## config.mk

```make
export PLATFORM = sky130hd
export DESIGN_NAME = mem_bank
export DESIGN_NICKNAME = d
export VERILOG_FILES = /design/src/include/mem_cluster_assert.svh /design/src/source/mem_cluster_pkg.sv /design/src/source/mem_bank.sv
export SDC_FILE = /design/constraint.sdc
export NUM_CORES = 2
export LEC_CHECK = 0
export ABC_AREA = 0
export BUFFER_PORTS_ARGS = -buffer_cell sky130_fd_sc_hd__buf_4
export CAP_MARGIN = 20
export CORE_MARGIN = 2
export CORE_UTILIZATION = 49
export CTS_BUF_LIST = sky130_fd_sc_hd__clkbuf_8 sky130_fd_sc_hd__clkbuf_16
export CTS_CLUSTER_DIAMETER = 200
export CTS_CLUSTER_SIZE = 24
export DETAILED_ROUTE_END_ITERATION = 7
export GPL_TIMING_DRIVEN = 1
export REMOVE_ABC_BUFFERS = 1
export SKIP_CTS_REPAIR_TIMING = 1
export SYNTH_ARGS = -nofsm -noshare
export SYNTH_HDL_FRONTEND = slang
export SYNTH_SLANG_ARGS = --single-unit
```

## constraint.sdc

```tcl
create_clock -name clk_i -period 2.35 [get_ports clk_i]
set_input_delay 0.47 -clock clk_i [delete_from_list [all_inputs] [get_ports clk_i]]
set_output_delay 0.47 -clock clk_i [all_outputs]
set_load 0.03 [all_outputs]
```

## src/include/mem_cluster_assert.svh

```systemverilog
/*
 * Assertion helper macros for the memory cluster RTL:
 * elaboration-time checks and clocked properties on clk_i / rst_ni
 */
`ifndef MEM_CLUSTER_ASSERT_SVH
`define MEM_CLUSTER_ASSERT_SVH

// Elaboration check, fails the build when cond is false
`define CLUSTER_STATIC_ASSERT(cond, msg) \
    if (!(cond)) begin \
        $error(msg); \
    end

// Concurrent property, idle while reset is asserted
`define CLUSTER_ASSERT(name, prop, msg) \
    name: assert property (@(posedge clk_i) disable iff (!rst_ni) (prop)) \
        else $error(msg);

`endif

```

## src/source/mem_cluster_pkg.sv

```systemverilog
/*
 * Memory cluster package: bank counts and widths, vector typedefs,
 * narrow/wide port structs and bank-side request/select structs
 */
`default_nettype none

package mem_cluster_pkg;

    // --------------------
    // Sizes
    // --------------------
    localparam int unsigned NumNarrowBanks  = 4;
    localparam int unsigned NumWideBanks    = 2;
    localparam int unsigned NarrowPerWide   = 2;
    localparam int unsigned BankWords       = 64;

    localparam int unsigned NarrowDataWidth = 32;
    localparam int unsigned WideDataWidth   = 64;
    localparam int unsigned BankAddrWidth   = $clog2(BankWords);

    // --------------------
    // Vector types
    // --------------------
    typedef logic [NarrowDataWidth-1:0]   narrow_data_t;
    typedef logic [NarrowDataWidth/8-1:0] narrow_strb_t;
    // Low half belongs to the even bank of a pair
    typedef logic [WideDataWidth-1:0]     wide_data_t;
    typedef logic [WideDataWidth/8-1:0]   wide_strb_t;
    typedef logic [BankAddrWidth-1:0]     bank_addr_t;

    // --------------------
    // Port structs
    // --------------------
    typedef struct packed {
        bank_addr_t   addr;
        logic         write;
        narrow_data_t data;
        narrow_strb_t strb;
    } narrow_q_t;

    typedef struct packed {
        bank_addr_t addr;
        logic       write;
        wide_data_t data;
        wide_strb_t strb;
    } wide_q_t;

    typedef struct packed {
        logic      valid;
        narrow_q_t q;
    } narrow_req_t;

    typedef struct packed {
        logic         q_ready;
        logic         p_valid;
        narrow_data_t p_data;
    } narrow_rsp_t;

    typedef struct packed {
        logic    valid;
        wide_q_t q;
    } wide_req_t;

    typedef struct packed {
        logic       q_ready;
        logic       p_valid;
        wide_data_t p_data;
    } wide_rsp_t;

    // Arbiter decision for one bank
    typedef struct packed {
        logic en;
        logic from_wide;
    } bank_sel_t;

    typedef struct packed {
        logic         en;
        logic         write;
        bank_addr_t   addr;
        narrow_data_t data;
        narrow_strb_t strb;
    } bank_req_t;

endpackage

`default_nettype wire

```

## src/source/mem_bank.sv

```systemverilog
/*
 * Single SRAM bank, one-cycle read latency, byte strobes,
 * read-before-write so a write returns the old word
 */
`timescale 1ns/100ps
`default_nettype none

module mem_bank (
    input  logic                          clk_i,
    input  logic                          rst_ni,

    input  mem_cluster_pkg::bank_req_t    req_i,
    output mem_cluster_pkg::narrow_data_t rdata_o
);

    import mem_cluster_pkg::*;

    localparam int unsigned NumBytes = $bits(narrow_strb_t);

    narrow_data_t mem_q [BankWords];

    // --------------------
    // Read port
    // --------------------
    // Old content is captured on every access, writes included
    always_ff @(posedge clk_i or negedge rst_ni) begin
        if (!rst_ni) begin
            rdata_o <= '0;
        end else if (req_i.en) begin
            rdata_o <= mem_q[req_i.addr];
        end
    end

    // --------------------
    // Write port
    // --------------------
    always_ff @(posedge clk_i) begin
        if (req_i.en && req_i.write) begin
            for (int unsigned b = 0; b < NumBytes; b++) begin
                if (req_i.strb[b]) begin
                    mem_q[req_i.addr][b*8 +: 8] <= req_i.data[b*8 +: 8];
                end
            end
        end
    end

endmodule

`default_nettype wire

```

==> impl_results.rst <==
.. list-table::
   :header-rows: 1

   * - Metric
     - Value
   * - Count of flip-flops with a built-in enable after synthesis
     - between 2,000 and 2,500
   * - Clock buffer count from CTS
     - 96
   * - Total negative setup slack
     - -0.01729 ns
   * - Met2 Use GR
     - 46.48%
   * - Total Routing Usage GR
     - between 20% and 30%
   * - Worst reg-to-reg setup slack
     - 0.02 ns
   * - Worst Setup SP
     - req_i[36]
   * - CTS root buf
     - clkbuf_16
   * - Clock sink count
     - around 2,100
   * - Proportion of synthesized chip area in sequential cells
     - approximately three quarters
   * - Number of global-route vias before repair
     - approximately 47,000
   * - HPWL Detailed
     - 164.8 mm
   * - FF+latch area
     - roughly 62,000 um^2
   * - Total design power
     - 0.06551 W
   * - Mean area per synthesized cell
     - about 18 um^2
   * - Top-level I/O count
     - 78
   * - CTS tree
     - yes
   * - Total power divided by cell area
     - just under 700 nW/um^2
   * - Warnings, synthesis
     - 0
   * - Busiest metal layer after global routing
     - met2
   * - Ranking of synthesized cells by area
     - edfxtp_1, mux2i_1, mux4_2, mux2_2, a221oi_1
   * - Effective utilization at floorplan
     - 49.19%
   * - Final wirelength
     - between 200 and 250 mm
   * - Distinct cell type count after synthesis
     - 72
   * - Instance count of the mapped netlist
     - about 4,500
   * - First-pass GRT wire length
     - between 300 and 400 mm
   * - Slew at the pin with the worst max-slew slack
     - 1.003 ns
   * - Final hold vios
     - 0
   * - Slack of the critical path
     - -0.01729 ns
   * - Number of antenna violations at the first check in global routing
     - 12
   * - Row count
     - 149
   * - Kind of critical path
     - in2reg
   * - Clock latency on the worst-skew pair
     - 0.76 ns
   * - Setup crit end kind
     - register
   * - Number of buffers added on ports
     - 77
   * - Detailed-route wire length per cell
     - 32.63 um
   * - Setup repair after global routing missed its margin
     - false
   * - Worst hold path type
     - in2reg
   * - Final worst path period need
     - 2.367 ns
   * - Yosys reg bits
     - 2,080
   * - Max-slew violation count
     - 0
   * - Fmax
     - between 400 and 500 MHz
   * - Vias
     - 48,160
   * - Die Height
     - approximately 410 um
   * - Initial DRC count
     - 6,693
   * - Setup skew after layout
     - 0.04192 ns
   * - Width of the chip
     - between 400 and 500 um
   * - Leakage
     - 31.99 nW
   * - Clock transition time at the flip-flop clock pins of the worst setup and hold paths
     - around 0.1 ns
   * - Fillers
     - 12,579
   * - Worst IR drop on VDD
     - ~0.67 mV
   * - Met1 demand-to-capacity share in global routing
     - 42.09%
   * - Area occupied by multi-input gates
     - 17,020 um^2
   * - Kind of launch point of the worst setup path
     - primary input
   * - Routed via count divided by cell count
     - 6.302
   * - Status
     - finished with violations
   * - Critical Path Sink
     - rdata_o[5]$_DFFE_PN0P_
   * - Pin count of the biggest net entering global routing
     - 65
   * - Detailed Routing Iterations Pass 1
     - 8
   * - Number of nets with antenna violations after detailed routing
     - 0
   * - Critical path arrival
     - 2.98 ns
   * - Violated checks
     - negative setup slack
   * - Routability congestion estimate from global placement
     - 0.8911
   * - Main synth FF type
     - edfxtp_1
   * - Commonest non-fill, non-tap cell in the layout
     - edfxtp_1
   * - Die Area
     - approximately 170,000 um^2
   * - Launching point of the worst reg2reg path
     - mem_q[6][5]$_DFFE_PP_
   * - GRT Residual Overflow
     - 0
   * - Proportion of layout cells with a drive suffix above 1
     - 26.83%
   * - Reported max-cap violation count
     - 0
   * - Fraction of synthesized cell area taken by the top area cell type
     - 75.96%
   * - Worst slew margin
     - 33.08%
   * - CTS max path bufs
     - 3
   * - WP data required
     - 2.97 ns
   * - Remaining DRCs
     - 0
   * - Post-Layout Inst Area
     - 94,520 um^2
   * - Period Utilization, post-route
     - 100.7%
   * - Worst r2r dst
     - rdata_o[5]$_DFFE_PN0P_
   * - Placeable Area
     - between 150,000 and 200,000 um^2
   * - Post-synthesis cell type with the largest combined area
     - edfxtp_1
   * - Setup slack at placement
     - -0.6448 ns
   * - Cells on worst reg2reg path
     - 5
   * - CTS H-tree lvls
     - 3
   * - Cell area after placement
     - 91,710 um^2
   * - Met3 Use GR
     - 4.966%
   * - Cell Area, Synth
     - 80,970 um^2
   * - Setup-violating endpoint count in the final report
     - 1
   * - Final net count
     - 5,417
   * - Signed area change from the synthesized netlist to the final layout
     - 16.73%
   * - Synth async-reset ratio
     - under 10%
   * - Commonest cells after routing, fill and taps aside
     - edfxtp_1, buf_4, nor2_1
   * - Largest fanout on the critical path
     - 15
-- cell families (layout without fill, tap and decap cells) --
kind of cell	Yosys count	after routing	synth area share, %
buffers and inverters	323	1235	2.213
muxes	586	586	9.159
AOI/OAI and AO/OA	933	933	8.470
and+or+nand+nor	618	618	3.214
DFF	2080	2080	76.94
other	0	1	0
-- how the worst min path moves through the flow --
stage	startpoint	endpoint	depth (start not counted)
2_1_floorplan	rst_ni	rdata_o[0]$_DFFE_PN0P_	0
3_3_place_gp	rst_ni	rdata_o[19]$_DFFE_PN0P_	1
3_5_place_dp	rst_ni	rdata_o[17]$_DFFE_PN0P_	1
4_1_cts	rst_ni	rdata_o[4]$_DFFE_PN0P_	1
5_1_grt	req_i[6]	mem_q[3][2]$_DFFE_PP_	1
6_report	req_i[11]	mem_q[14][7]$_DFFE_PP_	1
-- critical path, stage by stage --
cell      delay (ns)
buf_8           0.24
buf_4           0.27
inv_6           0.10
buf_12          0.16
buf_12          0.15
a221o_1         0.34
a222oi_1        0.61
o21ai_0         0.21
o32a_1          0.37
-- power by group --
group          internal (W)  leakage (nW)  total (W)  switching [W]
registers            0.0408          18.8     0.0410       0.000180
logic               0.00205          11.6    0.00549        0.00343
clock network       0.00772          1.64     0.0190         0.0113
total                0.0506          32.0     0.0655         0.0149
-- cell usage after synthesis, types with 34 or more instances --
| cell type | count |
|---|---|
| edfxtp_1 | 2048 |
| nor2_1 | 360 |
| mux2i_1 | 322 |
| a221oi_1 | 184 |
| a22oi_1 | 181 |
| mux2_2 | 151 |
| nand2_1 | 137 |
| a21oi_1 | 116 |
| buf_2 | 112 |
| mux4_2 | 108 |
| o21ai_0 | 107 |
| o22ai_1 | 90 |
| clkbuf_1 | 88 |
| buf_4 | 61 |
| a221o_1 | 41 |
| nand3_1 | 38 |
| a22o_1 | 34 |
-- stage by stage --
stage	cells	utilization [%]	hold slack [ns]
floorplan	4220	-	0.1744
global placement	7461	55.71	0.5749
detailed placement	7461	55.71	0.5721
CTS	7640	57.41	-0.2475
global route	7641	57.41	0.3039
finish	7642	57.42	0.2872
-- cell type report --
type,instances,area share [%]
Antenna cell,1,0.002648
Clock buffer,99,2.621
Clock inverter,80,0.3389
Inverter,3,0.02250
Multi-Input combinational cell,2137,18.01
Sequential cell,2080,65.91
Tap cell,2189,2.898
Timing Repair Buffer,1053,10.19
-- layer usage --
layer	vias to the layer above	share of wire [%]
met2	2588	47
li1	20087	-
met4	8	3.3
met1	25079	40
met3	398	9.6
met5	-	0.021
-- state kept, by name (all words and copies together) (netlist names) --
register  flops
mem_q      2048
rdata_o      32
(Power assumes the default switching activity.)
