<file path="config.mk">
export PLATFORM = sky130hd
export DESIGN_NAME = wide_narrow_arbiter
export DESIGN_NICKNAME = d
export VERILOG_FILES = /design/src/source/mem_cluster_pkg.sv /design/src/source/wide_narrow_arbiter.sv
export VERILOG_INCLUDE_DIRS = /design/src /design/src/include
export SDC_FILE = /design/constraint.sdc
export NUM_CORES = 1
export LEC_CHECK = 0
export BUFFER_PORTS_ARGS = -buffer_cell sky130_fd_sc_hd__buf_4
export CAP_MARGIN = 15
export CORE_AREA = 2 2 138 140
export DETAILED_ROUTE_END_ITERATION = 10
export DIE_AREA = 0 0 140 142
export GPL_TIMING_DRIVEN = 0
export HOLD_SLACK_MARGIN = 0.05
export REMOVE_ABC_BUFFERS = 1
export SYNTH_ARGS = -nofsm -noshare
export SYNTH_HDL_FRONTEND = slang
export SYNTH_SLANG_ARGS = --single-unit
</file>
<file path="constraint.sdc">
create_clock -name clk_i -period 1.1 [get_ports clk_i]
set_clock_uncertainty 0.05 [all_clocks]
set_input_delay 0.275 -clock clk_i [delete_from_list [all_inputs] [get_ports clk_i]]
set_output_delay 0.275 -clock clk_i [all_outputs]
set_load 0.05 [all_outputs]
</file>
<file path="src/include/mem_cluster_assert.svh">
/*
 * Assertion helper macros for the memory cluster RTL:
 * elaboration-time checks and clocked properties on clk_i / rst_ni
 */
`ifndef MEM_CLUSTER_ASSERT_SVH
`define MEM_CLUSTER_ASSERT_SVH

// Elaboration check, fails the build when cond is false
`define CLUSTER_STATIC_ASSERT(cond, msg) \
    if (!(cond)) begin \
        $error(msg); \
    end

// Concurrent property, idle while reset is asserted
`define CLUSTER_ASSERT(name, prop, msg) \
    name: assert property (@(posedge clk_i) disable iff (!rst_ni) (prop)) \
        else $error(msg);

`endif

</file>
<file path="src/source/mem_cluster_pkg.sv">
/*
 * Memory cluster package: bank counts and widths, vector typedefs,
 * narrow/wide port structs and bank-side request/select structs
 */
`default_nettype none

package mem_cluster_pkg;

    // --------------------
    // Sizes
    // --------------------
    localparam int unsigned NumNarrowBanks  = 4;
    localparam int unsigned NumWideBanks    = 2;
    localparam int unsigned NarrowPerWide   = 2;
    localparam int unsigned BankWords       = 64;

    localparam int unsigned NarrowDataWidth = 32;
    localparam int unsigned WideDataWidth   = 64;
    localparam int unsigned BankAddrWidth   = $clog2(BankWords);

    // --------------------
    // Vector types
    // --------------------
    typedef logic [NarrowDataWidth-1:0]   narrow_data_t;
    typedef logic [NarrowDataWidth/8-1:0] narrow_strb_t;
    // Low half belongs to the even bank of a pair
    typedef logic [WideDataWidth-1:0]     wide_data_t;
    typedef logic [WideDataWidth/8-1:0]   wide_strb_t;
    typedef logic [BankAddrWidth-1:0]     bank_addr_t;

    // --------------------
    // Port structs
    // --------------------
    typedef struct packed {
        bank_addr_t   addr;
        logic         write;
        narrow_data_t data;
        narrow_strb_t strb;
    } narrow_q_t;

    typedef struct packed {
        bank_addr_t addr;
        logic       write;
        wide_data_t data;
        wide_strb_t strb;
    } wide_q_t;

    typedef struct packed {
        logic      valid;
        narrow_q_t q;
    } narrow_req_t;

    typedef struct packed {
        logic         q_ready;
        logic         p_valid;
        narrow_data_t p_data;
    } narrow_rsp_t;

    typedef struct packed {
        logic    valid;
        wide_q_t q;
    } wide_req_t;

    typedef struct packed {
        logic       q_ready;
        logic       p_valid;
        wide_data_t p_data;
    } wide_rsp_t;

    // Arbiter decision for one bank
    typedef struct packed {
        logic en;
        logic from_wide;
    } bank_sel_t;

    typedef struct packed {
        logic         en;
        logic         write;
        bank_addr_t   addr;
        narrow_data_t data;
        narrow_strb_t strb;
    } bank_req_t;

endpackage

`default_nettype wire

</file>
<file path="src/source/wide_narrow_arbiter.sv">
/*
 * Alternating-priority arbiter between the narrow and wide ports,
 * producing q_ready vectors and the per-bank selection
 */
`timescale 1ns/100ps
`default_nettype none

`include "mem_cluster_assert.svh"

module wide_narrow_arbiter (
    input  logic clk_i,
    input  logic rst_ni,

    input  mem_cluster_pkg::narrow_req_t [mem_cluster_pkg::NumNarrowBanks-1:0] narrow_req_i,
    input  mem_cluster_pkg::wide_req_t   [mem_cluster_pkg::NumWideBanks-1:0]   wide_req_i,

    output logic [mem_cluster_pkg::NumNarrowBanks-1:0] narrow_ready_o,
    output logic [mem_cluster_pkg::NumWideBanks-1:0]   wide_ready_o,

    output mem_cluster_pkg::bank_sel_t [mem_cluster_pkg::NumNarrowBanks-1:0] bank_sel_o
);

    import mem_cluster_pkg::*;

    logic                      narrow_first_q;
    logic [NumNarrowBanks-1:0] wide_valid_split;
    logic [NumWideBanks-1:0]   narrow_valid_merged;
    logic [NumNarrowBanks-1:0] narrow_gnt;
    logic [NumWideBanks-1:0]   wide_gnt;
    logic [NumNarrowBanks-1:0] wide_gnt_split;

    // Priority flips every cycle, narrow side first out of reset
    always_ff @(posedge clk_i or negedge rst_ni) begin
        if (!rst_ni) begin
            narrow_first_q <= 1'b1;
        end else begin
            narrow_first_q <= ~narrow_first_q;
        end
    end

    // --------------------
    // Valid reshaping
    // --------------------
    always_comb begin
        for (int unsigned i = 0; i < NumNarrowBanks; i++) begin
            wide_valid_split[i] = wide_req_i[i / NarrowPerWide].valid;
        end
    end

    // A pair counts as busy when any of its narrow ports is valid
    always_comb begin
        for (int unsigned j = 0; j < NumWideBanks; j++) begin
            narrow_valid_merged[j] = 1'b0;
            for (int unsigned k = 0; k < NarrowPerWide; k++) begin
                narrow_valid_merged[j] |= narrow_req_i[j * NarrowPerWide + k].valid;
            end
        end
    end

    // --------------------
    // Grants
    // --------------------
    always_comb begin
        for (int unsigned i = 0; i < NumNarrowBanks; i++) begin
            narrow_ready_o[i] = narrow_first_q | ~wide_valid_split[i];
            narrow_gnt[i]     = narrow_req_i[i].valid & narrow_ready_o[i];
        end
        for (int unsigned j = 0; j < NumWideBanks; j++) begin
            wide_ready_o[j] = ~narrow_first_q | ~narrow_valid_merged[j];
            wide_gnt[j]     = wide_req_i[j].valid & wide_ready_o[j];
        end
    end

    // Wide grant fans out to every bank of its pair
    always_comb begin
        for (int unsigned i = 0; i < NumNarrowBanks; i++) begin
            wide_gnt_split[i]       = wide_gnt[i / NarrowPerWide];
            bank_sel_o[i].en        = narrow_gnt[i] | wide_gnt_split[i];
            bank_sel_o[i].from_wide = wide_gnt_split[i];
        end
    end

    // --------------------
    // Assertions
    // --------------------
    `CLUSTER_STATIC_ASSERT(NarrowPerWide * $bits(narrow_data_t) == $bits(wide_data_t),
        "Wide word must span exactly NarrowPerWide narrow words")

    for (genvar b = 0; b < NumNarrowBanks; b++) begin : g_bank_chk
        `CLUSTER_ASSERT(excl_gnt_a, !(narrow_gnt[b] && wide_gnt_split[b]),
            "Bank granted to narrow and wide side in the same cycle")
    end

    for (genvar j = 0; j < NumWideBanks; j++) begin : g_pair_chk
        // First and last bank of the span must both be taken by the wide side
        `CLUSTER_ASSERT(pair_en_a,
            wide_gnt[j] |-> (bank_sel_o[j * NarrowPerWide].en
                && bank_sel_o[j * NarrowPerWide + NarrowPerWide - 1].en
                && bank_sel_o[j * NarrowPerWide].from_wide
                && bank_sel_o[j * NarrowPerWide + NarrowPerWide - 1].from_wide),
            "Wide grant did not enable both banks of its pair")
    end

endmodule

`default_nettype wire

</file>
==> impl_metrics.toml <==
[status]
outcome = "finished with violations"
violations = "negative setup slack"

[timing]
setup_repair_after_global_routing_missed_its_margin = "true"
maxSlewViolCount = 0
hold_violations = 0
layout_min_cycle_time_ns = 1.37
max_freq_ghz = 0.730
timing.slew.headroom_pct = 86.2
fin_crit_sh_pct = 124
postLayoutSetupSlackWorst_ns = -0.269
setup_viol = 14
worst-slew-pin-transition_ns = 0.206

[placed_design]
dp_hpwl_um = 647
io_buffer_count = 21
dpl-instance-area_um2 = 556
globalplace.congestion = 0.515

[synth]
netlist_area_um2 = 135
synth.avg_cell_area_um2 = 6.76
syn-instance-count = 20
yosysWarningCount = 0
yosys_register_bits = 1
post_synth_num_cell_types = 7
synth-seq-area-share_pct = 19.4

[power_and_ir_drop]
p_clk_share_pct = 0
power.switching_mw = 0.0993
internal_power_mw = 0.103
p_comb_share_pct = 81.5
cellPowerDensity_mw_per_mm2 = 310
total_power_mw = 0.203
power.sequential.fraction_pct = 18.5
switching_share_pct = 49.0
vdd_ir_drop_max_mv = 0.159
power.leakage_nw = 0.211

[drt]
dr.first_iter.drc_count = 0
route.detailed.drc = 0
postRouteAntennaNets = 0
routed_wirelength_um = 734
post_drt_via_cell_ratio = 0.766
total_vias_in_the_final_route = 209
detail_route.wl_per_cell_um = 2.69
drt_pass1_iterations = 1

[setup_path]
worstSetupEndpointType = "primary output"
r2r_start = "narrow_first_q"
reg2reg_depth = 2
cp_max_fo = 4
critical_path_arrival_ns = 1.04
crit_path_start_kind = "flip-flop"
setup.worst_path.class = "flip-flop to primary output"
critPathRequiredTime_ns = 0.77
critPathLaunch = "narrow_first_q"

[cts]
clk_latency_ns = 0
path_clk_slew_ns = 0
post_cts_hold_buffer_count = 0

[die]
fp.dieW_um = 140
fp.dieH_um = 142
floorplan.initialDensity_pct = 0.732
ios = 352
core-area_mm2 = 0.0185
die-area_mm2 = 0.0199
rows = 50

[grt]
grt_pass1_wl_um = 952
globalRouteTotalUtil_pct = 0.620
via_count_of_the_first_global_routing_pass = 200
grt_antenna_before_repair = 0
largest_net_degree_at_the_start_of_global_routing = 5
gr-total-overflow = 0

[finish]
final_layout_size_suffix_gt1_share_pct = 74.4
top_regs = "narrow_first_q (1)"
fin_area_um2 = 653
mostFrequentLayoutCells = "sky130_fd_sc_hd__buf_6 (13), sky130_fd_sc_hd__buf_4 (8), sky130_fd_sc_hd__nand2_1 (4), sky130_fd_sc_hd__a21o_1 (4)"
final_common_cell = "sky130_fd_sc_hd__buf_6"
antenna_cells = 0
max_ffs_per_register = 1
final_net_count = 379
area_of_the_multi_input_gates_um2 = 88.8
top_register = "narrow_first_q"
fillers = 2167
flow.area_growth_from_synthesis_pct = 383
register_area_um2 = 26.3

[hold_path]
hold_class = "input pin to async pin"

[job]
max_cap_viol = 0
-- routing by layer --
layer / share of wire [%] / up-vias / global-route usage (%)
li1: - / 99 / -
met5: 0 / - / 0
met4: 0 / 0 / 0
met3: 5.9 / 0 / 0
met2: 57 / 10 / 1.27
met1: 37 / 100 / 0.773
-- final cells by class --
cell class / count / share of cell area, %
Tap cell: 234 / 44.8
Sequential cell: 1 / 4.02
Multi-Input combinational cell: 14 / 13.6
Inverter: 1 / 0.575
Timing Repair Buffer: 23 / 37.0
-- power by group through the flow --
stage / sequential (mW) / combinational [mW] / clock [mW]
finish: 0.0375 / 0.165 / 0
global route: 0.0375 / 0.173 / 0
CTS: 0.0375 / 0.166 / 0
detailed placement: 0.0375 / 0.144 / 0
global placement: 0.0375 / 0.144 / 0
floorplan: 0.0375 / 0.0860 / 0
-- timing repair --
item | 4_1_cts | 5_1_grt
setup endpoints to repair | 14 | 14
setup buffers | 2 | 0
gates resized for setup | 21 | 0
pin swaps | 4 | 0
-- cells by family after synthesis --
kind of cell,synth area share [%]
compound gates,29.6
simple gates,25.9
flops,19.4
buf+inv,25.0
-- stage by stage --
step / hold WS [ns] / util, % / TNS, ns / setup slack [ns] / std cells
2_1_floorplan: 0.0772 / - / -7.44 / -1.10 / 16
6_report: 0.157 / 3.54 / -3.14 / -0.269 / 273
4_1_cts: 0.158 / 3.54 / -3.38 / -0.291 / 273
3_5_place_dp: 0.158 / 3.01 / -4.07 / -0.408 / 271
5_1_grt: 0.159 / 3.54 / -3.78 / -0.316 / 273
3_3_place_gp: 0.158 / 3.01 / -4.03 / -0.398 / 271
-- cells in the mapped netlist --
| master | count | area (um2) |
|---|---|---|
| sky130_fd_sc_hd__nand2_1 | 6 | 22.5 |
| sky130_fd_sc_hd__o21ai_1 | 2 | 10.0 |
| sky130_fd_sc_hd__buf_4 | 4 | 30.0 |
| sky130_fd_sc_hd__a21o_1 | 4 | 30.0 |
| sky130_fd_sc_hd__and2_1 | 2 | 12.5 |
| sky130_fd_sc_hd__dfstp_2 | 1 | 26.3 |
| sky130_fd_sc_hd__inv_1 | 1 | 3.75 |
-- critical path: stages, from the launching register on --
cell and delay (ns):
sky130_fd_sc_hd__dfstp_2 0.53, sky130_fd_sc_hd__buf_12 0.11, sky130_fd_sc_hd__o21ai_1 0.09, sky130_fd_sc_hd__and2_4 0.16
sky130_fd_sc_hd__buf_6 0.15
-- final timing paths --
check | endpoint | slack (ns)
setup / recovery | bank_sel_o[6] | -0.27
hold / removal | narrow_first_q | 0.16
setup reg to reg | narrow_first_q | 0.20
hold reg to reg | narrow_first_q | 0.67
max in group asynchronous | narrow_first_q | 0.82
min in group clk_i | narrow_first_q | 0.67
Note: power is estimated with default switching activity, not from simulation.
