`src/include/mem_cluster_assert.svh`:
```
/*
 * Assertion helper macros for the memory cluster RTL:
 * elaboration-time checks and clocked properties on clk_i / rst_ni
 */
`ifndef MEM_CLUSTER_ASSERT_SVH
`define MEM_CLUSTER_ASSERT_SVH

// Elaboration check, fails the build when cond is false
`define CLUSTER_STATIC_ASSERT(cond, msg) \
    if (!(cond)) begin \
        $error(msg); \
    end

// Concurrent property, idle while reset is asserted
`define CLUSTER_ASSERT(name, prop, msg) \
    name: assert property (@(posedge clk_i) disable iff (!rst_ni) (prop)) \
        else $error(msg);

`endif

```
`src/source/mem_cluster_pkg.sv`:
```
/*
 * Memory cluster package: bank counts and widths, vector typedefs,
 * narrow/wide port structs and bank-side request/select structs
 */
`default_nettype none

package mem_cluster_pkg;

    // --------------------
    // Sizes
    // --------------------
    localparam int unsigned NumNarrowBanks  = 4;
    localparam int unsigned NumWideBanks    = 2;
    localparam int unsigned NarrowPerWide   = 2;
    localparam int unsigned BankWords       = 64;

    localparam int unsigned NarrowDataWidth = 32;
    localparam int unsigned WideDataWidth   = 64;
    localparam int unsigned BankAddrWidth   = $clog2(BankWords);

    // --------------------
    // Vector types
    // --------------------
    typedef logic [NarrowDataWidth-1:0]   narrow_data_t;
    typedef logic [NarrowDataWidth/8-1:0] narrow_strb_t;
    // Low half belongs to the even bank of a pair
    typedef logic [WideDataWidth-1:0]     wide_data_t;
    typedef logic [WideDataWidth/8-1:0]   wide_strb_t;
    typedef logic [BankAddrWidth-1:0]     bank_addr_t;

    // --------------------
    // Port structs
    // --------------------
    typedef struct packed {
        bank_addr_t   addr;
        logic         write;
        narrow_data_t data;
        narrow_strb_t strb;
    } narrow_q_t;

    typedef struct packed {
        bank_addr_t addr;
        logic       write;
        wide_data_t data;
        wide_strb_t strb;
    } wide_q_t;

    typedef struct packed {
        logic      valid;
        narrow_q_t q;
    } narrow_req_t;

    typedef struct packed {
        logic         q_ready;
        logic         p_valid;
        narrow_data_t p_data;
    } narrow_rsp_t;

    typedef struct packed {
        logic    valid;
        wide_q_t q;
    } wide_req_t;

    typedef struct packed {
        logic       q_ready;
        logic       p_valid;
        wide_data_t p_data;
    } wide_rsp_t;

    // Arbiter decision for one bank
    typedef struct packed {
        logic en;
        logic from_wide;
    } bank_sel_t;

    typedef struct packed {
        logic         en;
        logic         write;
        bank_addr_t   addr;
        narrow_data_t data;
        narrow_strb_t strb;
    } bank_req_t;

endpackage

`default_nettype wire

```
`src/source/bank_port_mux.sv`:
```
/*
 * Per-bank port mux: selects the granted narrow or wide source
 * and steers the bank read data back to its owner one cycle later
 */
`timescale 1ns/100ps
`default_nettype none

`include "mem_cluster_assert.svh"

module bank_port_mux (
    input  logic clk_i,
    input  logic rst_ni,

    // Decision from the arbiter
    input  mem_cluster_pkg::bank_sel_t    sel_i,

    // Narrow source for this bank
    input  mem_cluster_pkg::narrow_q_t    narrow_q_i,

    // Wide source, already cut down to this bank's slice
    input  mem_cluster_pkg::narrow_data_t wide_data_i,
    input  mem_cluster_pkg::narrow_strb_t wide_strb_i,
    input  mem_cluster_pkg::bank_addr_t   wide_addr_i,
    input  logic                          wide_write_i,

    // Bank side
    output mem_cluster_pkg::bank_req_t    bank_req_o,
    input  mem_cluster_pkg::narrow_data_t bank_rdata_i,

    // Response side
    output logic                          narrow_p_valid_o,
    output logic                          wide_p_valid_o,
    output mem_cluster_pkg::narrow_data_t p_data_o
);

    import mem_cluster_pkg::*;

    logic en_q;
    logic from_wide_q;

    // --------------------
    // Request selection
    // --------------------
    always_comb begin
        bank_req_o.en = sel_i.en;
        if (sel_i.from_wide) begin
            bank_req_o.write = wide_write_i;
            bank_req_o.addr  = wide_addr_i;
            bank_req_o.data  = wide_data_i;
            bank_req_o.strb  = wide_strb_i;
        end else begin
            bank_req_o.write = narrow_q_i.write;
            bank_req_o.addr  = narrow_q_i.addr;
            bank_req_o.data  = narrow_q_i.data;
            bank_req_o.strb  = narrow_q_i.strb;
        end
    end

    // --------------------
    // Owner of the access in flight
    // --------------------
    always_ff @(posedge clk_i or negedge rst_ni) begin
        if (!rst_ni) begin
            en_q        <= 1'b0;
            from_wide_q <= 1'b0;
        end else begin
            en_q        <= sel_i.en;
            from_wide_q <= sel_i.from_wide;
        end
    end

    // Read data goes to whichever side issued last cycle's access
    assign narrow_p_valid_o = en_q & ~from_wide_q;
    assign wide_p_valid_o   = en_q & from_wide_q;
    assign p_data_o         = bank_rdata_i;

    // --------------------
    // Assertions
    // --------------------
    `CLUSTER_ASSERT(p_valid_excl_a, !(narrow_p_valid_o && wide_p_valid_o),
        "Narrow and wide response on the same bank in one cycle")

endmodule

`default_nettype wire

```
`config.mk`:
```
export PLATFORM = sky130hd
export DESIGN_NAME = bank_port_mux
export DESIGN_NICKNAME = d
export VERILOG_FILES = /design/src/source/mem_cluster_pkg.sv /design/src/source/bank_port_mux.sv
export VERILOG_INCLUDE_DIRS = /design/src /design/src/include
export SDC_FILE = /design/constraint.sdc
export NUM_CORES = 1
export LEC_CHECK = 0
export BUFFER_PORTS_ARGS = -buffer_cell sky130_fd_sc_hd__buf_2
export CORE_AREA = 5 5 73 75
export CTS_CLUSTER_SIZE = 14
export DETAILED_ROUTE_END_ITERATION = 6
export DIE_AREA = 0 0 78 80
export HOLD_SLACK_MARGIN = 0.02
export PLACE_DENSITY = 0.75
export SYNTH_ARGS = -nofsm -noshare
export SYNTH_HDL_FRONTEND = slang
export SYNTH_SLANG_ARGS = --single-unit
export TNS_END_PERCENT = 100
```
`constraint.sdc`:
```
create_clock -name clk_i -period 1 [get_ports clk_i]
set_clock_uncertainty 0.05 [all_clocks]
set_input_delay 0.1 -clock clk_i [delete_from_list [all_inputs] [get_ports clk_i]]
set_output_delay 0.1 -clock clk_i [all_outputs]
set_load 0.01 [all_outputs]
```
==> results of run 1 <==
-- routing by layer --
metal  part of all wire  up-vias  track usage
li1                   -      487            -
met1               0.30      463       0.1043
met2               0.56       79       0.1861
met3               0.13        8      0.04853
met4             0.0082        0      0.04561
met5                  0        -            0
-- cell families (layout without fill, tap and decap cells) --
logic type / after synthesis / in the layout
mux: 43 / 43
flops: 2 / 2
buf+inv: 38 / 148
simple gates: 2 / 2
-- critical path: stages, from the launching register on --
cell     delay [ps]
dfrtp_1         350
and2_1          160
buf_2           140
-- cell type report --
cell class	instances	share of cell area
tap	54	0.03768
timing repair buffer	145	0.5443
sequential	2	0.02791
clock buffer	3	0.02303
multi-input combinational	45	0.3671
-- cells in the mapped netlist --
cell type / instances / share of area
buf_12: 4 / 0.077
dfrtp_1: 2 / 0.048
mux2_4: 40 / 0.58
mux2_2: 3 / 0.033
and2_1: 1 / 0.0060
nor2b_1: 1 / 0.0060
buf_6: 1 / 0.011
buf_4: 33 / 0.24
-- worst paths after layout --
check	startpoint	end	slack [ps]	cells past startpoint
setup / recovery	en_q$_DFF_PN0_	wide_p_valid_o	-8	2
hold / removal	bank_rdata_i[17]	p_data_o[17]	150	0
max in group asynchronous	rst_ni	from_wide_q$_DFF_PN0_	650	2
min in group asynchronous	rst_ni	en_q$_DFF_PN0_	160	2
-- timing repair --
| item | CTS | global route |
|---|---|---|
| hold buffers | 2 | 0 |
| setup buffers | 0 | 1 |
| endpoints found under the setup margin | 44 | 13 |
| pin swaps | 1 | 0 |
| cloned | 4 | 1 |
| resized for setup | 12 | 15 |
| hold endpoints to repair | 3 | 0 |
-- stage by stage --
| step | utilization | instances | total power [mW] |
|---|---|---|---|
| detailed placement | 0.3192 | 238 | 0.7770 |
| global placement | 0.3192 | 238 | 0.7645 |
| global route | 0.3899 | 249 | 1.330 |
| floorplan | - | 85 | 0.6136 |
| finish | 0.3899 | 249 | 1.245 |
| CTS | 0.3641 | 247 | 1.193 |
-- registers in the layout, summed over array words and instances (netlist names) --
name / count
en_q: 1
from_wide_q: 1
-- cell usage in the layout, fill, tap and decap left out --
| cell | instances |
|---|---|
| buf_16 | 5 |
| buf_4 | 1 |
| dfrtp_1 | 2 |
| dlygate4sd3_1 | 2 |
| clkbuf_8 | 3 |
| and2_1 | 1 |
| buf_6 | 12 |
| buf_12 | 2 |
| mux2_4 | 43 |
| nor2b_1 | 1 |
| clkbuf_16 | 1 |
| buf_2 | 122 |
-- power breakdown --
group | leakage [nW] | switching, mW | internal (mW)
Combinational | 1.02 | 0.293 | 0.545
Clock | 0.0216 | 0.0656 | 0.255
Sequential | 0.0233 | 0.00158 | 0.0857
Total | 1.06 | 0.360 | 0.885
==> results.ini, run 1 <==
[pwr]
power_density_nw_per_um2=694.6
leakage_nw=1.065
ir_worst_vdd_mv=0.7102

[outcome]
status=finished, violations left
failed_checks=negative setup slack

[drt]
drc=0
drtPass1Iterations=3
vias=1037
vias_per_cell=4.165
dr.first_iter.drc_count=14
wl_per_cell_um=15.66
postRouteAntennaNets=0
routed_wl_um=3900

[sta]
holdWs_ps=150.0
slew-limit-headroom=0.9232
rsz0062_at_grt=yes
worst_slew_pin_slew_ps=115.2
fin_ws_ps=-7.773
period_minus_slack_ps=1008
slew_violations=0
hold_violations=0
finalCritPeriodShare=1.008
fmax_mhz=992.3
finalSetupTns_ps=-7.773
setup_viol=1

[finish]
multi_input_area_um2=658.1
area_delta_synth_final_pct=73.07
stdcell_area_um2=1793
seqCellArea_um2=50.05
layout.nets=319
drive_gt1_frac=0.9692
fillCellCount=452
antenna_cells=0

[yosys]
synth_seq_cells=2
yosysSeqAreaShare=0.04831
synthesis.nets=207
muxShareOfSynthArea=0.6123
post_synth_num_cell_types=8
yosys_warnings=0
synth.avg_cell_area_um2=12.19
synth-xor-area-share=0
synth_area_um2=1036
synth-simple-area-share=0.01208
synth_compound_area_frac=0
syn_inst=85
synth_fa_ha_area_frac=0
synth_top_family_by_area=multiplexers

[floorplanning]
die_y_um=80
die_width_um=78
num_io_pins=200
die_area_um2=6240
rows=25
core_region_area_um2=4598
start_util=0.2253

[min_path]
hp-class=in -> out

[clocking]
clockRootBuffer=clkbuf_8
clkTransAtPathRegs_ps=30
cts_tree=built
cts_sinks=2
cts.path.max_buffers=2
htree_levels=1
cts_inserted_buffers=3

[global_route]
grt_pass1_wl_um=5244
grt_util_all_layers=0.1049
grt_pass1_vias=1058
antenna_found_initial=0
grt_max_degree=12
overflow=0

[critical_path]
critPathMaxFanout=2
cp-end-kind=output port
crit_required_ps=850
worstSetupPathType=reg -> out
cp-start-kind=flop
arrival_ps=860

[placed_design]
gp_congestion=0.6598
place_area_um2=1468
portBuffers=135
place_ws_ps=-122.6

[flow_run]
cap_violations=0

No activity file was read; power rests on OpenSTA's default activity.
==> inputs of run 2 (changes only) <==
--- a/config.mk
+++ b/config.mk
@@ -6,13 +6,14 @@
 export SDC_FILE = /design/constraint.sdc
 export NUM_CORES = 1
 export LEC_CHECK = 0
+export ABC_AREA = 1
 export BUFFER_PORTS_ARGS = -buffer_cell sky130_fd_sc_hd__buf_2
-export CORE_AREA = 5 5 73 75
+export CORE_AREA = 5 5 75 77
 export CTS_CLUSTER_SIZE = 14
 export DETAILED_ROUTE_END_ITERATION = 6
-export DIE_AREA = 0 0 78 80
+export DIE_AREA = 0 0 80 82
 export HOLD_SLACK_MARGIN = 0.02
-export PLACE_DENSITY = 0.75
+export PLACE_DENSITY = 0.69
 export SYNTH_ARGS = -nofsm -noshare
 export SYNTH_HDL_FRONTEND = slang
 export SYNTH_SLANG_ARGS = --single-unit
==> run 2 against run 1 <==
The run now ends clean; critical path depth unchanged; setup slack gained 55 ps; via count is 32% higher; global-route usage is 1.4 points lower; utilization shrank 11 points; combinational power is 30% lower; die area up 5.1%; cell count is 40% higher; first-iteration DRC count rose by 93%; synthesized cell count rose by 110%; critical path type unchanged; largest cell class unchanged.
==> results.ini, run 2 <==
[sta]
period_minus_slack_ps=953.1  ; -54.64 ps
setup_viol=0  ; -1
worst_slew_pin_slew_ps=229.9  ; +114.7 ps
rsz0062_at_grt=yes
slew_violations=0  ; unchanged
fin_ws_ps=46.86  ; +54.64 ps
finalSetupTns_ps=0  ; +7.773 ps
holdWs_ps=150.0  ; unchanged
slew-limit-headroom=0.8467  ; -0.07643
finalCritPeriodShare=0.9531  ; -0.05464
hold_violations=0  ; unchanged
fmax_mhz=1049  ; +5.7%

[clocking]
cts_sinks=2  ; unchanged
clkTransAtPathRegs_ps=30  ; about the same
cts_tree=built
post_cts_buffers=0  ; unchanged
clockRootBuffer=clkbuf_8
htree_levels=1  ; unchanged
cts.path.max_buffers=2  ; unchanged
cts_inserted_buffers=3  ; unchanged

[critical_path]
crit_buf_inv=1  ; unchanged
crit_path_end=narrow_p_valid_o
critPathSlowestCell=dfrtp_1
cp_num_cells=2  ; unchanged
arrival_ps=800  ; -60 ps
crit_required_ps=850  ; about the same
cp-end-kind=output port
crit_chain=nor2_1, buf_2
cp_top_family=flip-flops
max_stage_delay_ps=370  ; +20 ps
worstSetupPathType=reg -> out
setup.worst_path.start=from_wide_q$_DFF_PN0_
critPathMaxFanout=2  ; unchanged
cp-start-kind=flop

[placed_design]
hpwl_um=2979
dp.cells=343  ; +44%
place_area_um2=1336  ; -9.0%
gp_congestion=0.6359  ; -3.6%
portBuffers=135  ; unchanged
place_ws_ps=59.53  ; +182.1 ps

[yosys]
synth_top_area_frac=0.5470  ; -0.03273
synthesis.nets=300  ; +45%
synth_top_cell_by_area=nand2_1
async_reset_ff_frac=1.000  ; unchanged
yosys_warnings=0  ; unchanged
synth_area_um2=892.1  ; -14%
synth.avg_cell_area_um2=5.012  ; -59%
synth_seq_cells=2  ; unchanged
syn_inst=178  ; +110%
dominantRegCellSynth=dfrtp_1
post_synth_num_cell_types=7  ; -1
synthTopCellsByCount=130 x nand2_1, 37 x buf_4, 5 x buf_6
ys_top_cells_by_area=nand2_1 55%, buf_4 31%, buf_6 6.3%
yosysMostFrequentCell=nand2_1
yosysSeqAreaShare=0.05610  ; +0.007792
synth_edf_count=0  ; unchanged

[drt]
drc=0  ; unchanged
postRouteAntennaNets=0  ; unchanged
wl_per_cell_um=10.00  ; -36%
routed_wl_um=3481  ; -11%
vias_per_cell=3.940  ; -5.4%
vias=1371  ; +32%
dr.first_iter.drc_count=27  ; +13
drtPass1Iterations=4  ; +1

[global_route]
antenna_found_initial=0  ; unchanged
overflow=0  ; unchanged
grt_pass1_wl_um=4892  ; -6.7%
grt_util_all_layers=0.09095  ; -0.01393
grt_pass1_vias=1226  ; +16%
grt_max_degree=44  ; +32

[finish]
layout.nets=402  ; +26%
fin_cells=348  ; +40%
antenna_cells=0  ; unchanged
layout_common_cells=135 x buf_2, 130 x nand2_1, 3 x clkbuf_8
drive_gt1_frac=0.5072  ; -0.4620
top_regs=en_q: 1 flops, from_wide_q: 1 flops
stdcell_area_um2=1408  ; -21%
utilization=0.2847  ; -0.1053
area_delta_synth_final_pct=57.78
layout_commonest_cell=buf_2

[pwr]
leakage_nw=1.009  ; -5.3%
power_density_nw_per_um2=700.0  ; +0.79%
ir_worst_vdd_mv=0.1974  ; -72%
finalPower_mw=0.9854  ; -21%

[min_path]
hp-class=in -> out

[floorplanning]
num_io_pins=200  ; unchanged
die_width_um=80  ; +2.6%
start_util=0.1804  ; -0.04489
rows=26  ; +4.0%
core_region_area_um2=4945  ; +7.5%
die_y_um=82  ; +2.5%
die_area_um2=6560  ; +5.1%

[flow_run]
cap_violations=0  ; unchanged

[outcome]
status=finished, final reports clean

[run 2: changes by cell type after synthesis, sizes merged]
cell   before  now
nor2        0    1
inv         0    3
buf        38   42
nor2b       1    0
mux2       43    0
and2        1    0
nand2       0  130
[run 2: final cells by class]
class | instances | area (µm²)
clock buffer | 3 | 41.29
multi-input combinational | 131 | 491.7
timing repair buffer | 139 | 718.2
fill | 564 | 3537
tap | 70 | 87.58
inverter | 3 | 18.77
sequential | 2 | 50.05
[run 2: how the worst min path moves through the flow]
stage,start,to,slack [ps],cells after the start
after detailed placement,rst_ni,en_q$_DFF_PN0_,-160,1
after global placement,rst_ni,en_q$_DFF_PN0_,-170,1
after CTS,bank_rdata_i[20],p_data_o[20],150,0
after global routing,bank_rdata_i[28],p_data_o[28],150,0
final,bank_rdata_i[28],p_data_o[28],150,0
after floorplan,rst_ni,en_q$_DFF_PN0_,-250,0
[run 2: routing by layer]
layer | share of wire | global-route usage
met5 | 0 | 0
met4 | 0.047 | 0.07432
met3 | 0.16 | 0.02412
met2 | 0.49 | 0.1722
met1 | 0.31 | 0.08031
[run 2: power by group]
part / switching, mW / internal (mW) / total (mW)
clock: 0.0596 / 0.254 / 0.314
sequential: 0.00194 / 0.0858 / 0.0877
combinational: 0.295 / 0.289 / 0.584
[run 2: kinds of logic after synthesis]
kind of cell           after synthesis  share of synthesized area
AND/OR/NAND/NOR                    131                     0.5512
flip-flops                           2                    0.05610
buffers and inverters               45                     0.3927
[run 2: timing repair]
action,CTS,global route
gates resized for setup,0,3
hold endpoints to repair,3,0
hold buffers,2,0
setup endpoints to repair,0,8
